`src/hdl/robot_ctrl_pkg.sv`:
```
////////////////////
// Shared widths, types, register map and timing constants for the robot control board
// Referenced by scoped name from every RTL file
////////////////////
package robot_ctrl_pkg;

    localparam int NUM_CHANNELS = 4;                // Servo, drive and fault channels

    ////////////////////
    // Data types
    ////////////////////
    typedef logic [5:0] reg_addr_t;                 // Register address
    typedef logic [7:0] reg_data_t;                 // Register data byte
    typedef logic [7:0] pwm_ratio_t;                // PWM high time in clocks
    typedef logic [7:0] drive_cmd_t;                // {brake, enable, direction, power[4:0]}
    typedef logic [7:0] baud_count_t;               // Baud divider counter

    ////////////////////
    // Timing
    ////////////////////
    localparam int BAUD_DIVISION  = 116;            // Clocks per UART bit, 115200 baud
    localparam int PWM_PERIOD     = 255;            // Clocks per PWM period
    localparam int SPI_FRAME_BITS = 16;             // R/W, spare, 6b addr, 8b data

    ////////////////////
    // Register map
    ////////////////////
    localparam reg_addr_t ADDR_SERVO_BASE  = 6'h00; // Servo positions 0..3
    localparam reg_addr_t ADDR_DRIVE_BASE  = 6'h04; // Drive commands 4..7
    localparam reg_addr_t ADDR_STATUS_CTRL = 6'h08; // LED control
    localparam reg_addr_t ADDR_FAULT       = 6'h09; // Rotation faults, read only

    // LED control register bits
    localparam int STATUS_TEST_BIT  = 0;            // LED test override
    localparam int STATUS_PI_BIT    = 1;            // Orange Pi connected
    localparam int STATUS_PS4_BIT   = 2;            // PS4 controller connected
    localparam int STATUS_FAULT_BIT = 3;            // Fault LED in test mode
    localparam int STATUS_HOT_BIT   = 4;            // Motor hot LED in test mode

    // State machines
    typedef enum logic [1:0] {SPI_IDLE, SPI_HEADER, SPI_DATA, SPI_WAIT_END} spi_state_t;
    typedef enum logic [1:0] {UART_START, UART_DATA, UART_STOP} uart_state_t;

endpackage

```
`src/hdl/spi_slave.sv`:
```
////////////////////
// Mode 0 SPI slave, turns 16-bit host frames into register requests
// Reads request at bit 8, writes at bit 16, over a four-phase req/ack
////////////////////
module spi_slave (
    input  logic                      clock,
    input  logic                      reset_n,
    input  logic                      spi_clock,
    input  logic                      cs_n,
    input  logic                      mosi,
    output logic                      miso,
    output logic                      req,
    output logic                      write_en,
    output robot_ctrl_pkg::reg_addr_t address,
    output robot_ctrl_pkg::reg_data_t wr_data,
    input  logic                      ack,
    input  robot_ctrl_pkg::reg_data_t rd_data
);

    logic [1:0]                 sclk_sync;          // Two-flop synchronizers
    logic [1:0]                 cs_sync;
    logic [1:0]                 mosi_sync;
    logic                       sclk_prev;          // For edge detect
    logic                       sclk_rise;
    logic                       sclk_fall;
    logic [4:0]                 bit_count;          // Rising edges seen this frame
    logic [14:0]                shift_in;           // Earlier bits of the frame
    logic [15:0]                frame;              // Frame including the bit now sampled
    robot_ctrl_pkg::spi_state_t state;
    robot_ctrl_pkg::reg_data_t  miso_shift;         // Read data on its way out

    always_ff @(posedge clock or negedge reset_n) begin
        if (!reset_n) begin
            sclk_sync <= '0;
            cs_sync   <= 2'b11;                     // Deselected
            mosi_sync <= '0;
            sclk_prev <= 1'b0;
        end else begin
            sclk_sync <= {sclk_sync[0], spi_clock};
            cs_sync   <= {cs_sync[0], cs_n};
            mosi_sync <= {mosi_sync[0], mosi};
            sclk_prev <= sclk_sync[1];
        end
    end

    assign sclk_rise = sclk_sync[1] & ~sclk_prev;
    assign sclk_fall = ~sclk_sync[1] & sclk_prev;
    assign frame     = {shift_in, mosi_sync[1]};

    ////////////////////
    // Frame FSM and request
    ////////////////////
    always_ff @(posedge clock or negedge reset_n) begin
        if (!reset_n) begin
            state     <= robot_ctrl_pkg::SPI_IDLE;
            bit_count <= '0;
            shift_in  <= '0;
            req       <= 1'b0;
            write_en  <= 1'b0;
            address   <= '0;
            wr_data   <= '0;
        end else begin
            if (ack) req <= 1'b0;                   // Phase 3, drop once acked
            if (cs_sync[1]) begin
                state <= robot_ctrl_pkg::SPI_IDLE;  // Deselect aborts a partial frame
            end else begin
                case (state)
                    robot_ctrl_pkg::SPI_IDLE: begin
                        state     <= robot_ctrl_pkg::SPI_HEADER;
                        bit_count <= '0;
                        shift_in  <= '0;
                    end
                    robot_ctrl_pkg::SPI_HEADER: if (sclk_rise) begin
                        shift_in  <= frame[14:0];
                        bit_count <= bit_count + 5'd1;
                        if (bit_count == 5'(robot_ctrl_pkg::SPI_FRAME_BITS / 2 - 1)) begin
                            write_en <= frame[7];   // 1 is write
                            address  <= frame[5:0]; // Bit 6 is ignored
                            if (!frame[7] && !ack) req <= 1'b1;  // Read needs data early
                            state    <= robot_ctrl_pkg::SPI_DATA;
                        end
                    end
                    robot_ctrl_pkg::SPI_DATA: if (sclk_rise) begin
                        shift_in  <= frame[14:0];
                        bit_count <= bit_count + 5'd1;
                        if (bit_count == 5'(robot_ctrl_pkg::SPI_FRAME_BITS - 1)) begin
                            wr_data <= frame[7:0];
                            if (write_en && !ack) req <= 1'b1;
                            state   <= robot_ctrl_pkg::SPI_WAIT_END;
                        end
                    end
                    default: ;                      // Wait for cs_n high
                endcase
            end
        end
    end

    ////////////////////
    // MISO output
    ////////////////////
    always_ff @(posedge clock or negedge reset_n) begin
        if (!reset_n) begin
            miso       <= 1'b0;
            miso_shift <= '0;
        end else if (state == robot_ctrl_pkg::SPI_IDLE) begin
            miso       <= 1'b0;
            miso_shift <= '0;
        end else if (req && ack && !write_en) begin
            miso_shift <= rd_data;                  // Latch read byte on ack
        end else if (sclk_fall) begin
            miso       <= miso_shift[7];            // MSB first, host samples on rise
            miso_shift <= {miso_shift[6:0], 1'b0};
        end
    end

endmodule

```
`src/hdl/reg_file.sv`:
```
////////////////////
// Register file for servo, drive and LED control, answers the SPI req/ack handshake
// Also selects the four status LED levels
////////////////////
module reg_file (
    input  logic                       clock,
    input  logic                       reset_n,
    input  logic                       req,
    input  logic                       write_en,
    input  robot_ctrl_pkg::reg_addr_t  address,
    input  robot_ctrl_pkg::reg_data_t  wr_data,
    input  logic [robot_ctrl_pkg::NUM_CHANNELS-1:0] sr_fault,
    output logic                       ack,
    output robot_ctrl_pkg::reg_data_t  rd_data,
    output robot_ctrl_pkg::pwm_ratio_t servo_position [robot_ctrl_pkg::NUM_CHANNELS],
    output robot_ctrl_pkg::drive_cmd_t drive_cmd [robot_ctrl_pkg::NUM_CHANNELS],
    output logic                       status_fault,
    output logic                       status_pi,
    output logic                       status_ps4,
    output logic                       status_debug
);

    robot_ctrl_pkg::reg_data_t status_ctrl;         // LED control register
    logic                      led_test;

    always_ff @(posedge clock or negedge reset_n) begin
        if (!reset_n) begin
            ack         <= 1'b0;
            status_ctrl <= '0;
            for (int i = 0; i < robot_ctrl_pkg::NUM_CHANNELS; i++) begin
                servo_position[i] <= '0;
                drive_cmd[i]      <= '0;
            end
        end else begin
            ack <= req;                             // Rises and falls one cycle after req
            if (req && !ack && write_en) begin      // Write on the ack rising edge
                for (int i = 0; i < robot_ctrl_pkg::NUM_CHANNELS; i++) begin
                    if (address == robot_ctrl_pkg::reg_addr_t'(
                            robot_ctrl_pkg::ADDR_SERVO_BASE + i))
                        servo_position[i] <= wr_data;
                    if (address == robot_ctrl_pkg::reg_addr_t'(
                            robot_ctrl_pkg::ADDR_DRIVE_BASE + i))
                        drive_cmd[i] <= wr_data;
                end
                if (address == robot_ctrl_pkg::ADDR_STATUS_CTRL)
                    status_ctrl <= wr_data;
            end
        end
    end

    ////////////////////
    // Read mux
    ////////////////////
    always_comb begin
        rd_data = '0;                               // Unmapped reads as zero
        for (int i = 0; i < robot_ctrl_pkg::NUM_CHANNELS; i++) begin
            if (address == robot_ctrl_pkg::reg_addr_t'(robot_ctrl_pkg::ADDR_SERVO_BASE + i))
                rd_data = servo_position[i];
            if (address == robot_ctrl_pkg::reg_addr_t'(robot_ctrl_pkg::ADDR_DRIVE_BASE + i))
                rd_data = drive_cmd[i];
        end
        if (address == robot_ctrl_pkg::ADDR_STATUS_CTRL)
            rd_data = status_ctrl;
        if (address == robot_ctrl_pkg::ADDR_FAULT)
            rd_data = robot_ctrl_pkg::reg_data_t'(sr_fault);  // Live fault pins
    end

    // Test override drives every LED from the control bits
    assign led_test     = status_ctrl[robot_ctrl_pkg::STATUS_TEST_BIT];
    assign status_fault = led_test ? status_ctrl[robot_ctrl_pkg::STATUS_FAULT_BIT] : |sr_fault;
    assign status_pi    = led_test ? 1'b1 : status_ctrl[robot_ctrl_pkg::STATUS_PI_BIT];
    assign status_ps4   = led_test ? 1'b1 : status_ctrl[robot_ctrl_pkg::STATUS_PS4_BIT];
    assign status_debug = led_test ? status_ctrl[robot_ctrl_pkg::STATUS_HOT_BIT] : 1'b1;

endmodule

```
`src/hdl/servo_pwm.sv`:
```
////////////////////
// One arm servo PWM channel, ratio picked up at each period wrap
////////////////////
module servo_pwm (
    input  logic                       clock,
    input  logic                       reset_n,
    input  robot_ctrl_pkg::pwm_ratio_t ratio,
    output logic                       pwm_signal
);

    robot_ctrl_pkg::pwm_ratio_t count;              // 0 to PWM_PERIOD-1
    robot_ctrl_pkg::pwm_ratio_t ratio_q;            // Ratio for the current period

    always_ff @(posedge clock or negedge reset_n) begin
        if (!reset_n) begin
            count   <= '0;
            ratio_q <= '0;                          // Output low out of reset
        end else if (count == robot_ctrl_pkg::pwm_ratio_t'(robot_ctrl_pkg::PWM_PERIOD - 1)) begin
            count   <= '0;
            ratio_q <= ratio;                       // No mid-period glitch on update
        end else begin
            count   <= count + 1'b1;
        end
    end

    // High for ratio_q clocks from the period start
    assign pwm_signal = (count < ratio_q);

endmodule

```
`src/hdl/drive_uart_tx.sv`:
```
////////////////////
// Drive motor UART transmitter, sends its command byte back to back in 8N1 frames
// Byte is sampled at each start bit
////////////////////
module drive_uart_tx (
    input  logic                       clock,
    input  logic                       reset_n,
    input  robot_ctrl_pkg::drive_cmd_t tx_data,
    output logic                       uart_tx
);

    robot_ctrl_pkg::uart_state_t state;
    robot_ctrl_pkg::baud_count_t baud_count;        // Clocks into the current bit
    logic [2:0]                  bit_count;         // Data bit index
    robot_ctrl_pkg::drive_cmd_t  tx_shift;          // Frame byte, LSB out first
    logic                        bit_done;

    assign bit_done = (baud_count ==
                       robot_ctrl_pkg::baud_count_t'(robot_ctrl_pkg::BAUD_DIVISION - 1));

    always_ff @(posedge clock or negedge reset_n) begin
        if (!reset_n) begin
            state      <= robot_ctrl_pkg::UART_START;
            baud_count <= '0;
            bit_count  <= '0;
            tx_shift   <= '0;
            uart_tx    <= 1'b1;                     // Line idles high
        end else begin
            baud_count <= bit_done ? '0 : baud_count + 1'b1;

            // Drive the line at the start of each bit time
            if (baud_count == '0) begin
                case (state)
                    robot_ctrl_pkg::UART_START: begin
                        uart_tx  <= 1'b0;
                        tx_shift <= tx_data;        // Frame never mixes two commands
                    end
                    robot_ctrl_pkg::UART_DATA: begin
                        uart_tx  <= tx_shift[0];
                        tx_shift <= {1'b0, tx_shift[7:1]};
                    end
                    default: uart_tx <= 1'b1;       // Stop bit
                endcase
            end

            // Advance at the end of each bit time
            if (bit_done) begin
                case (state)
                    robot_ctrl_pkg::UART_START: begin
                        state     <= robot_ctrl_pkg::UART_DATA;
                        bit_count <= '0;
                    end
                    robot_ctrl_pkg::UART_DATA: begin
                        if (bit_count == 3'($bits(robot_ctrl_pkg::drive_cmd_t) - 1))
                            state <= robot_ctrl_pkg::UART_STOP;
                        bit_count <= bit_count + 3'd1;
                    end
                    default: state <= robot_ctrl_pkg::UART_START;  // Next frame right away
                endcase
            end
        end
    end

endmodule

```
`src/hdl/robot_ctrl_top.sv`:
```
////////////////////
// Robot control board top, SPI register port driving servo PWM and drive UARTs
////////////////////
module robot_ctrl_top (
    input  logic                                    clock,
    input  logic                                    reset_n,
    input  logic                                    spi_clock,
    input  logic                                    cs_n,
    input  logic                                    mosi,
    output logic                                    miso,
    input  logic [robot_ctrl_pkg::NUM_CHANNELS-1:0] sr_fault,     // Rotation motor faults
    output logic [robot_ctrl_pkg::NUM_CHANNELS-1:0] servo_pwm,    // Arm servo PWM
    output logic [robot_ctrl_pkg::NUM_CHANNELS-1:0] sd_uart,      // Drive motor UART
    output logic                                    status_fault,
    output logic                                    status_pi,
    output logic                                    status_ps4,
    output logic                                    status_debug
);

    logic                       req;                // SPI to register file handshake
    logic                       ack;
    logic                       write_en;
    robot_ctrl_pkg::reg_addr_t  address;
    robot_ctrl_pkg::reg_data_t  wr_data;
    robot_ctrl_pkg::reg_data_t  rd_data;
    robot_ctrl_pkg::pwm_ratio_t servo_position [robot_ctrl_pkg::NUM_CHANNELS];
    robot_ctrl_pkg::drive_cmd_t drive_cmd [robot_ctrl_pkg::NUM_CHANNELS];

    spi_slave u_spi_slave (
        .clock    (clock),    .reset_n  (reset_n),
        .spi_clock(spi_clock), .cs_n    (cs_n),
        .mosi     (mosi),     .miso     (miso),
        .req      (req),      .write_en (write_en),
        .address  (address),  .wr_data  (wr_data),
        .ack      (ack),      .rd_data  (rd_data)
    );

    reg_file u_reg_file (
        .clock         (clock),          .reset_n     (reset_n),
        .req           (req),            .write_en    (write_en),
        .address       (address),        .wr_data     (wr_data),
        .sr_fault      (sr_fault),       .ack         (ack),
        .rd_data       (rd_data),        .servo_position (servo_position),
        .drive_cmd     (drive_cmd),      .status_fault (status_fault),
        .status_pi     (status_pi),      .status_ps4  (status_ps4),
        .status_debug  (status_debug)
    );

    // One servo channel and one drive UART per wheel module
    for (genvar i = 0; i < robot_ctrl_pkg::NUM_CHANNELS; i++) begin : gen_channel
        servo_pwm u_servo_pwm (
            .clock(clock), .reset_n(reset_n),
            .ratio(servo_position[i]), .pwm_signal(servo_pwm[i])
        );
        drive_uart_tx u_drive_uart_tx (
            .clock(clock), .reset_n(reset_n),
            .tx_data(drive_cmd[i]), .uart_tx(sd_uart[i])
        );
    end

endmodule

```
`config.mk`:
```
export PLATFORM = sky130hd
export DESIGN_NAME = robot_ctrl_top
export DESIGN_NICKNAME = d
export VERILOG_FILES = /design/src/hdl/robot_ctrl_pkg.sv /design/src/hdl/spi_slave.sv /design/src/hdl/reg_file.sv /design/src/hdl/servo_pwm.sv /design/src/hdl/drive_uart_tx.sv /design/src/hdl/robot_ctrl_top.sv
export SDC_FILE = /design/constraint.sdc
export NUM_CORES = 1
export LEC_CHECK = 0
export BUFFER_PORTS_ARGS = -buffer_cell sky130_fd_sc_hd__clkbuf_2
export CAP_MARGIN = 30
export CORE_ASPECT_RATIO = 0.7
export CORE_MARGIN = 4
export CORE_UTILIZATION = 50
export CTS_BUF_LIST = sky130_fd_sc_hd__clkbuf_8
export DETAILED_ROUTE_END_ITERATION = 10
export PLACE_DENSITY = 0.64
export SYNTH_ARGS = -nofsm -noshare
export SYNTH_HDL_FRONTEND = slang
export SYNTH_SLANG_ARGS = --single-unit
export TNS_END_PERCENT = 20
```
`constraint.sdc`:
```
create_clock -name clock -period 2.37 [get_ports clock]
set_input_delay 0.474 -clock clock [delete_from_list [all_inputs] [get_ports clock]]
set_output_delay 0.474 -clock clock [all_outputs]
set_load 0.05 [all_outputs]
```
# Word level (Yosys, flattened, before mapping)

Cells that the tools add are included.

Output and inout bits: 13
Input bits: 9
Register bits after elaboration: 271
Logic and storage cells: 234

Bitwise gates (word level): 5
Reduce and logical (&&, ||, !) cells: 55
$lt $le $gt $ge: 4
Equality and inequality tests: 39
Add/sub/neg operators: 13
Mux-type cells: 67

Operators with widths:

| cell                | count |
|---|---|
| $mux 8              | 21 |
| $add 8x1->8 const B | 8 |
| $pmux 8 s2          | 4 |
| $reduce_and 2->1    | 22 |
| $eq 8x7->1 const B  | 4 |
| $eq 8x8->1 const B  | 4 |
| $logic_not 8->1     | 4 |
| $lt 8x8->1          | 4 |
| $eq 6x3->1 const B  | 4 |
| $pmux 3 s2          | 4 |
| $mux 2              | 9 |
| $pmux 2 s2          | 4 |
| $mux 1              | 15 |
| $pmux 7 s2          | 1 |
| $add 3x1->3 const B | 4 |
| $eq 3x3->1 const B  | 4 |
| $eq 6x2->1 const B  | 2 |
| $eq 6x4->1 const B  | 2 |
| $ne 2x1->1 const B  | 6 |
| $ne 3x1->1 const B  | 4 |
| $reduce_bool 2->1   | 6 |
| $eq 2x1->1 const B  | 5 |
| $logic_not 2->1     | 5 |
| $pmux 1 s2          | 5 |
| 21 further kinds    | 32 |

# Longest topological paths before layout

Gate-level depths: netlist of run 1.

Depth in word-level cells: 13
Mapped depth: 8
Gate-level depth less buffers: 8

# Hierarchy

From an unflattened synthesis of run 1, not the netlist that was laid out.

Cells, all modules: 1123
Area total of the unflattened synthesis: 13650.6 sq um

Modules (own cells, without submodules):

| module                                             | times used | area an instance (sq um) | seq. area each (sq um) | cells an instance |
|---|---|---|---|---|
| servo_pwm                                          | 4          | 913.4                    | 400.4                  | 79 |
| reg_file                                           | 1          | 3627.2                   | 1826.8                 | 287 |
| drive_uart_tx (gen_channel[0].u_drive_uart_tx ...) | 3          | 1101.1                   | 551.8                  | 92 |
| spi_slave                                          | 1          | 1960.6                   | 1153.6                 | 151 |
| drive_uart_tx (gen_channel[3].u_drive_uart_tx)     | 1          | 1106.1                   | 551.8                  | 93 |

# Worst setup path after synthesis of run 1

No wires, ideal clock.

Path kind: input to output
Start: in sr_fault[1] (netlist name)
End: out status_fault
Data required time: 1.896 ns
Stages: 2
Path slack: 0.304 ns
Buffers on the path: 0
Arrival time: 1.592 ns
Cells stage by stage: nor4_1 -> o21ai_0

Longest elaborated chain between the ends: 2

RTL lines:

| item               | RTL line             | text |
|---|---|---|
| start: declaration | robot_ctrl_top.sv:11 | `input logic [robot_ctrl_pkg::NUM_CHANNELS-1:0] sr_fault,` |
| $reduce_or 4->1    | reg_file.sv:70       | `assign status_fault = led_test ? status_ctrl[robot_ctrl_pkg::STATUS_FAULT_BIT] : \|sr_fault;` |
| $mux 1             | reg_file.sv:70       |  |
| end: declaration   | robot_ctrl_top.sv:14 | `output logic status_fault,` |

Every way passes these cells.

# Final worst setup path of run 1

Start: reg gen_channel[2].u_servo_pwm.ratio_q[5]
End: out servo_pwm[2] (netlist name)

Longest elaborated chain between the ends: 1

RTL lines:

| item                     | RTL line             | text |
|---|---|---|
| start: declaration       | servo_pwm.sv:12      | `robot_ctrl_pkg::pwm_ratio_t ratio_q;` |
| start signal: assignment | servo_pwm.sv:20      | `ratio_q <= ratio;` |
| $lt 8x8->1               | servo_pwm.sv:27      | `assign pwm_signal = (count < ratio_q);` |
| end: declaration         | robot_ctrl_top.sv:12 | `output logic [robot_ctrl_pkg::NUM_CHANNELS-1:0] servo_pwm,` |

Every way passes these cells.

==> results of run 1 <==
[routing by layer]
| layer | GRT usage | vias up | wire (um) |
|---|---|---|---|
| met3 | 0.0406 | 46 | 1440 |
| met4 | 0.0525 | 0 | 465 |
| met2 | 0.288 | 187 | 11700 |
| met1 | 0.310 | 4425 | 14500 |
| met5 | 0 | - | 0 |
| li1 | - | 4358 | - |
[flip-flops by register name (all words and copies together), names as in the netlist, 4 cells and up]
register                                count
gen_channel.u_drive_uart_tx.baud_count     32
gen_channel.u_drive_uart_tx.tx_shift       32
gen_channel.u_servo_pwm.count              32
gen_channel.u_servo_pwm.ratio_q            32
u_reg_file.drive_cmd                       32
u_reg_file.servo_position                  32
gen_channel.u_drive_uart_tx.bit_count      12
gen_channel.u_drive_uart_tx.state           8
u_reg_file.status_ctrl                      8
u_spi_slave.miso_shift                      8
u_spi_slave.wr_data                         8
u_spi_slave.shift_in                        7
u_spi_slave.address                         6
u_spi_slave.bit_count                       5
gen_channel.u_drive_uart_tx.uart_tx         4
[timing repair]
action,4_1_cts,5_1_grt
hold buffers,4,0
hold endpoints to repair,49,0
pin swaps,2,2
resized for setup,42,6
setup endpoints to repair,4,4
setup buffers,12,1
[tightest hold or removal path, stage by stage]
cell and delay (ns):
clkbuf_2 0.13, a2111oi_0 0.10, a21oi_1 0.12
[area by class of cell]
| type | count | area [um^2] | share of cell area |
|---|---|---|---|
| Sequential cell | 271 | 6790 | 0.458 |
| Multi-Input combinational cell | 814 | 5820 | 0.393 |
| Clock buffer | 61 | 840 | 0.0566 |
| Timing Repair Buffer | 70 | 582 | 0.0392 |
| Tap cell | 331 | 414 | 0.0279 |
| Inverter | 76 | 285 | 0.0192 |
| Clock inverter | 17 | 96.3 | 0.00650 |
[power breakdown]
| part | total [uW] | internal (uW) | switching, uW |
|---|---|---|---|
| sequential | 4740 | 4680 | 55.9 |
| clock | 4240 | 2380 | 1850 |
| combinational | 495 | 158 | 337 |
| total | 9470 | 7230 | 2240 |
[cells by family after synthesis]
kind of cell               after synthesis
buffers and inverters                  145
AOI/OAI and AO/OA                      222
muxes                                  144
DFF                                    271
and+or+nand+nor                        353
xor gates and xnor gates                37
adders and majority gates               58
[through the flow]
stage               instances  setup slack [ns]  area [um^2]  hold slack, ns  total power, uW
global placement         1545             0.132        13600           0.332             5310
floorplan                1230             0.304        13000           0.178             5080
finish                   1640            -0.151        14800           0.327             9470
CTS                      1639            -0.161        14800           0.288             9600
detailed placement       1545            0.0515        13600           0.336             5320
global route             1640            -0.248        14800           0.320             9920
[layout by cell type, fill, tap and decap left out, types with 41 or more instances in the layout]
| master | count |
|---|---|
| dfrtp_1 | 265 |
| a21oi_1 | 66 |
| o21ai_0 | 77 |
| clkbuf_8 | 62 |
| buf_4 | 41 |
| ha_1 | 48 |
| nand3_1 | 43 |
| nor2_1 | 106 |
| inv_1 | 83 |
| nand2_1 | 98 |
| mux2_2 | 103 |
[final timing paths]
path | startpoint | to
min reg2reg | u_spi_slave.sclk_sync[0] | u_spi_slave.sclk_sync[1]
min in group asynchronous | reset_n | gen_channel[3].u_drive_uart_tx.tx_shift[2]
max reg2reg | u_spi_slave.address[5] | u_reg_file.drive_cmd[7]
max in group asynchronous | reset_n | u_spi_slave.cs_sync[1]
min | sr_fault[1] | u_spi_slave.miso_shift[1]
max | gen_channel[2].u_servo_pwm.ratio_q[5] | servo_pwm[2]
[Yosys cell counts (all sizes together), types with 6 or more instances]
| cell | number | area share |
|---|---|---|
| dfrtp | 265 | 0.51 |
| nor2 | 106 | 0.031 |
| mux2 | 103 | 0.089 |
| nand2 | 99 | 0.029 |
| o21ai | 83 | 0.032 |
| inv | 76 | 0.022 |
| a21oi | 66 | 0.025 |
| ha | 58 | 0.056 |
| nand3 | 43 | 0.017 |
| clkbuf | 41 | 0.012 |
| mux2i | 40 | 0.031 |
| nor3 | 29 | 0.013 |
| buf | 28 | 0.011 |
| xnor2 | 21 | 0.014 |
| and3 | 16 | 0.0077 |
| xor2 | 16 | 0.011 |
| nor2b | 10 | 0.0048 |
| a31oi | 8 | 0.0038 |
| nand2b | 8 | 0.0038 |
| o21a | 8 | 0.0046 |
| o31ai | 7 | 0.0040 |
| or3 | 7 | 0.0034 |
| dfstp | 6 | 0.012 |
| o221ai | 6 | 0.0040 |
| or2 | 6 | 0.0031 |
==> out/metrics.cfg, run 1 <==
[outcome]
outcome = complete, but fails checks
violations = negative setup slack

[pwr]
irDropWorstVdd_mv = 0.469
p_leak_uw = 0.00670
p_per_area_nw_per_um2 = 639

[global_routing]
overflow = 0
grt_pass1_vias = 8884
grt_start_max_net_pins = 60
grtUsageTotal = 0.200
grt_pass1_wl_um = 47000
antenna_found_initial = 0

[worst_setup_path]
worst-path-max-fanout = 2
max_stage_delay_ns = 0.38
path_buf_inv = 2
worstPathCellList = inv_2, ha_4, a2111oi_4, nand2_1, o21ai_1, a31o_2, buf_8
cp_data_arrival_time_ns = 2.05
reg2reg_depth = 5
required_ns = 1.90
worst-setup-path-type = reg2out
setup.worst_path.end_class = output pin
critical_path.top_delay_family = compound AO/OA/AOI/OAI gates
reg2reg_slack_ns = 0.25
cpMaxStageDelayCell = dfrtp_1
crit_path_start_kind = flop
cp_num_cells = 7

[timing]
min_period_over_period = 1.06
period_needed_ns = 2.52
hold_viol_final = 0
skew_ns = 0.0223
fmax_mhz = 397
fin_tns_setup_ns = -0.447
slew_headroom = 0.553
setup_ws_ns = -0.151
worstMarginPinSlew_ns = 0.671
setup_viol = 4
drv_slew = 0
rsz0062_at_grt = yes

[cells_and_area]
utilization = 0.577
antenna_cells = 0
nFillCells = 2177
drive_gt1_frac = 0.216
fin_nets = 1343
area_growth_pct = 13.7

[yosys]
synth_cells = 1230
syn_nets = 1297
seq_area_frac_synth = 0.521
synthAdderAreaFrac = 0.0557
synthMuxAreaShare = 0.121
synth-compound-area-share = 0.102
synth_xor_area_frac = 0.0249
synth_top_family_by_area = simple AND/OR/NAND/NOR gates
yosysWarnings = 0
avgSynthCellArea_um2 = 10.6
ys_ff_latch = 271
synthFlopType = dfrtp_1
async_flop_share = 1.00
yosys.area_share.simple = 0.130
netlist_area_um2 = 13000
ys_types = 60
synth-edff-count = 0

[min_path]
min_path_type = in2reg
holdPathStages = 3

[die]
die_w_um = 201
die-area_um2 = 28800
pin_count = 22
start_util = 0.507
coreArea_um2 = 25700
placementRows = 49
die_y_um = 143

[routing]
vias_per_cell = 5.50
dr.first_iter.drc_count = 672
drc = 0
routed_wl_um = 28100
first_pass_iters = 5
antenna_left = 0
wl_per_cell_um = 17.1
vias = 9016

[placed_design]
dp_hpwl_um = 19300
finalWeightedCongestion = 0.938
io_buffers = 21

[clock_tree]
h-tree-depth = 2
cts_buffers = 43
root_buffer = clkbuf_8
cts_num_sinks = 271
insertion_delay_ns = 0.57
cts_buffer_depth = 3
cts.clk_slew.worst_paths_ns = 0.06
cts_tree = done

[run]
max-cap-violations = 0

Note: power is estimated with default switching activity, not from simulation.
==> run 2, diff against run 1 <==
--- a/config.mk
+++ b/config.mk
@@ -9,10 +9,10 @@
 export CAP_MARGIN = 30
 export CORE_ASPECT_RATIO = 0.7
 export CORE_MARGIN = 4
-export CORE_UTILIZATION = 50
+export CORE_UTILIZATION = 45
 export CTS_BUF_LIST = sky130_fd_sc_hd__clkbuf_8
 export DETAILED_ROUTE_END_ITERATION = 10
-export PLACE_DENSITY = 0.64
+export PLACE_DENSITY = 0.58
 export SYNTH_ARGS = -nofsm -noshare
 export SYNTH_HDL_FRONTEND = slang
 export SYNTH_SLANG_ARGS = --single-unit
==> run 2 against run 1 <==
The flow still finishes with violations (negative setup slack). Clock power decreased by 5%. Non-clock buffer count up 7. Via count increased by 0.16%. Global-route usage down 1.2 points. Critical path depth shrank 1. Die area is 11% higher. Utilization fell by 4.9 points. Critical endpoint is now servo_pwm[0]. Largest power group unchanged.
==> out/metrics.cfg, run 2 (synthesized netlist as in run 1, its figures left out) <==
[outcome]
outcome = complete, but fails checks
violations = negative setup slack

[min_path]
min_path_type = in2reg
hp-start = sr_fault[1]
holdPathStages = 3
min_delay_worst_endpoint = u_spi_slave.miso_shift[1]

[pwr]
irDropWorstVdd_mv = 0.383
p_leak_uw = 0.00671
p_per_area_nw_per_um2 = 625

[global_routing]
grt_pass1_wl_um = 48400
overflow = 0
antenna_found_initial = 0
grtUsageTotal = 0.189
grt_pass1_vias = 9114
grt_start_max_net_pins = 67

[worst_setup_path]
reg2reg_slack_ns = 0.24
path_buf_inv = 1
cpMaxStageDelayCell = dfrtp_1
worst-setup-path-type = reg2out
reg2reg_to = u_reg_file.drive_cmd[6]
required_ns = 1.90
reg2reg_depth = 5
worst-path-max-fanout = 3
cp_data_arrival_time_ns = 2.00
worstPathCellList = ha_4, a2111oi_4, nand2_1, o21ai_0, a31o_2, buf_8
max_stage_delay_ns = 0.43
crit_start = gen_channel[0].u_servo_pwm.count[5]
critical_path.top_delay_family = compound AO/OA/AOI/OAI gates
r2r-start = u_spi_slave.address[5]
setup.worst_path.end_class = output pin
crit_path_start_kind = flop

[routing]
wl_met3_um = 1390
top_layer_used = met4
wl_per_cell_um = 17.0
drc = 0
vias_per_cell = 5.36
routed_wl_um = 28700
wl_met1_um = 14900
met2_length_um = 11800
antenna_left = 0
dr.first_iter.drc_count = 640
vias = 9030
first_pass_iters = 5

[cells_and_area]
drive_gt1_frac = 0.219
fin_area_um2 = 14900
regArea_um2 = 6790
layout_common_cells = dfrtp_1 (264), nor2_1 (106), mux2_2 (103), nand2_1 (98), inv_1 (87)
fin_nets = 1352
nFillCells = 2520
final_common_cell = dfrtp_1
utilization = 0.528
area_growth_pct = 14.0
antenna_cells = 0
multi_input_area_um2 = 5830
final_cell_count_no_fill = 1686

[die]
die-area_um2 = 31800
placementRows = 51
coreArea_um2 = 28100
start_util = 0.463
pin_count = 22
die_y_um = 150
die_w_um = 211

[clock_tree]
cts_num_sinks = 271
cts_tree = done
cts.clk_slew.worst_paths_ns = 0.06
cts_buffers = 45
cts_buffer_depth = 3
root_buffer = clkbuf_8
insertion_delay_ns = 0.57
h-tree-depth = 2

[placed_design]
finalWeightedCongestion = 0.928
dpl-instance-area_um2 = 13700
dp_hpwl_um = 20000
pre_cts_slack_ns = 0.0520
post-place-cells = 1594
io_buffers = 21

[timing]
slew_headroom = 0.557
min_period_over_period = 1.04
rsz0062_at_grt = yes
drv_slew = 0
setup_ws_ns = -0.106
period_needed_ns = 2.48
fmax_mhz = 404
fin_tns_setup_ns = -0.382
skew_ns = 0.0108
setup_viol = 4
worstMarginPinSlew_ns = 0.665
hold_viol_final = 0

[run]
max-cap-violations = 0

run 2: cell count changes in the layout (fill, tap and decap cells not counted), moves of 2 or more:
| cell | previous run | this run |
|---|---|---|
| buf_4 | 41 | 49 |
| clkbuf_8 | 62 | 56 |
| inv_1 | 83 | 87 |
| o21ai_1 | 4 | 2 |
| o21ai_2 | 2 | 4 |
run 2: final cells by class:
class                   count  area share
clock inverters            23     0.00859
inverters                  76      0.0192
multi-input cells         814       0.392
clock buffers              54      0.0500
well taps                 371      0.0312
flip-flops and latches    271       0.457
repair buffers             77      0.0418
run 2: metrics by stage:
stage                     hold slack [ns]  power (uW)
after floorplan                     0.178        5080
after global placement              0.333        5320
after detailed placement            0.335        5320
after CTS                           0.266        9450
after global routing                0.296        9730
final                               0.300        9290
run 2: layer usage:
| layer | track usage | up-vias |
|---|---|---|
| li1 | - | 4395 |
| met1 | 0.296 | 4427 |
| met2 | 0.266 | 165 |
| met3 | 0.0379 | 43 |
| met4 | 0.0496 | 0 |
| met5 | 0 | - |
run 2: worst register-to-register path, delay by kind of cell (launching register included):
family / cells / cell delay [ns]
buf+inv: 1 / 0.20
simple gates: 3 / 1.07
flops: 1 / 0.42
mux: 1 / 0.35
run 2: timing repair:
item	4_1_cts	5_1_grt
setup buffers	11	0
hold buffers	4	0
endpoints found under the setup margin	4	4
hold endpoints to repair	56	0
pin swaps	3	1
gates resized for setup	41	8
run 2: worst max path at each step:
stage | cells past startpoint | endpoint
5_1_grt | 6 | servo_pwm[1]
2_1_floorplan | 2 | status_fault
4_1_cts | 7 | servo_pwm[2]
3_5_place_dp | 6 | servo_pwm[2]
3_3_place_gp | 6 | servo_pwm[1]
6_report | 6 | servo_pwm[0]
run 2: report_power, final:
group	internal (uW)	switching [uW]
Clock	2160	1880
Sequential	4690	55.9
Combinational	160	342
==> run 3, diff against run 2 <==
--- a/config.mk
+++ b/config.mk
@@ -8,7 +8,6 @@
 export BUFFER_PORTS_ARGS = -buffer_cell sky130_fd_sc_hd__clkbuf_2
 export CAP_MARGIN = 30
 export CORE_ASPECT_RATIO = 0.7
-export CORE_MARGIN = 4
 export CORE_UTILIZATION = 45
 export CTS_BUF_LIST = sky130_fd_sc_hd__clkbuf_8
 export DETAILED_ROUTE_END_ITERATION = 10
==> run 3 against run 2 <==
The flow still finishes with violations (negative setup slack). Global-route usage increased by 1.1 points. Sequential power about the same. Routed wire length decreased by 1.0%. Register-to-register slack got worse by 0.06 ns. Utilization decreased by 0.28 points. Hold slack improved by 0.019 ns. Worst setup slack got worse by 0.0054 ns. Sequential cell count unchanged. Combinational power decreased by 1%. Largest cell class unchanged.
==> out/metrics.cfg, run 3 (synthesized netlist as in run 1, its figures left out) <==
[placed_design]
post-place-cells = 1589
dp_hpwl_um = 19600
dpl-instance-area_um2 = 13600
finalWeightedCongestion = 0.919
io_buffers = 21

[min_path]
hp-start = sr_fault[1]
min_path_type = in2reg
min_delay_worst_endpoint = u_spi_slave.miso_shift[1]
holdPathStages = 3

[worst_setup_path]
reg2reg_to = u_reg_file.drive_cmd[1]
r2r-start = u_spi_slave.address[5]
worst-setup-path-type = reg2out
setup.worst_path.end_class = output pin
reg2reg_slack_ns = 0.18
crit_path_start_kind = flop
required_ns = 1.90
worst-path-max-fanout = 2
reg2reg_depth = 5
cp_data_arrival_time_ns = 2.01

[cells_and_area]
fin_area_um2 = 14800
final_common_cell = dfrtp_1
final_cell_count_no_fill = 1681
area_growth_pct = 13.4
nFillCells = 2523
layout_common_cells = dfrtp_1 (264), nor2_1 (106), mux2_2 (103), nand2_1 (98), inv_1 (91)
antenna_cells = 0
fin_nets = 1347
drive_gt1_frac = 0.211

[global_routing]
grt_pass1_vias = 8680
grt_pass1_wl_um = 46400
grt_start_max_net_pins = 70
overflow = 0
antenna_found_initial = 0
grtUsageTotal = 0.200

[timing]
slew_headroom = 0.592
skew_ns = 0.0169
worstMarginPinSlew_ns = 0.612
hold_viol_final = 0
setup_viol = 4
rsz0062_at_grt = yes
min_period_over_period = 1.05
drv_slew = 0
setup_ws_ns = -0.111
period_needed_ns = 2.48
fmax_mhz = 403

[routing]
drc = 0
first_pass_iters = 5
top_layer_used = met4
met2_length_um = 11500
vias = 8981
wl_met1_um = 15200
vias_per_cell = 5.34
wl_per_cell_um = 16.9
wl_met3_um = 1260
antenna_left = 0
dr.first_iter.drc_count = 719
routed_wl_um = 28400

[clock_tree]
cts.clk_slew.worst_paths_ns = 0.06
cts_buffer_depth = 3
cts_buffers = 43
cts_num_sinks = 271
insertion_delay_ns = 0.55
root_buffer = clkbuf_8
cts_tree = done
h-tree-depth = 2

[die]
die_y_um = 144
die-area_um2 = 29700
pin_count = 22
start_util = 0.463
placementRows = 51
coreArea_um2 = 28100
die_w_um = 205

[pwr]
p_per_area_nw_per_um2 = 615
irDropWorstVdd_mv = 0.393
p_leak_uw = 0.00669

[run]
max-cap-violations = 0

[outcome]
outcome = complete, but fails checks
violations = negative setup slack

## run 3: area by class of cell
type,instances,area (um^2),share of cell area
clock buffers,55,757,0.0512
clock inverters,20,76.3,0.00516
inverters,76,285,0.0193
multi-input cells,814,5810,0.393
flip-flops and latches,271,6790,0.459
well taps,371,464,0.0314
repair buffers,74,601,0.0406
## run 3: how the worst max path moves through the flow
stage / start / to / slack (ns) / cells past startpoint
CTS: gen_channel[2].u_servo_pwm.count[5] / servo_pwm[2] / -0.15 / 6
global route: gen_channel[0].u_servo_pwm.ratio_q[5] / servo_pwm[0] / -0.26 / 7
finish: gen_channel[0].u_servo_pwm.ratio_q[5] / servo_pwm[0] / -0.11 / 7
floorplan: sr_fault[1] / status_fault / 0.30 / 2
detailed placement: gen_channel[2].u_servo_pwm.count[5] / servo_pwm[2] / 0.06 / 6
global placement: gen_channel[1].u_servo_pwm.count[5] / servo_pwm[1] / 0.13 / 6
## run 3: report_power, final
| group | total [uW] | leakage, uW | internal, uW | switching (uW) |
|---|---|---|---|---|
| sequential | 4740 | 0.00363 | 4680 | 56.0 |
| combinational | 495 | 0.00255 | 156 | 339 |
| clock | 3860 | 0.000501 | 2070 | 1790 |
## run 3: repair_timing
action / in CTS / in global routing
pin swaps: 2 / 4
resized for setup: 38 / 14
hold endpoints to repair: 38 / 0
setup buffers: 10 / 3
endpoints found under the setup margin: 4 / 20
gates cloned: 0 / 0
hold buffers: 4 / 0
## run 3: metal layers
layer	global-route usage	vias to the layer above
met2	0.277	178
met4	0.0460	0
met3	0.0361	42
met5	0	-
met1	0.318	4400
li1	-	4361
## run 3: worst max-delay path, cell delays in order, from the launching register on
cell and delay [ns]:
dfrtp_1 0.38, inv_2 0.07, ha_4 0.21, a2111oi_4 0.35, nand2_1 0.08, o21ai_1 0.07
a31o_2 0.14, buf_8 0.15
## run 3: per-stage QoR
stage / setup TNS (ns) / hold slack (ns) / setup WS, ns / utilization / total power [uW]
CTS: -0.568 / 0.297 / -0.150 / 0.524 / 9230
floorplan: 0 / 0.178 / 0.304 / - / 5080
finish: -0.314 / 0.319 / -0.111 / 0.525 / 9090
detailed placement: 0 / 0.341 / 0.0624 / 0.484 / 5320
global placement: 0 / 0.333 / 0.129 / 0.484 / 5310
global route: -0.907 / 0.342 / -0.262 / 0.525 / 9530
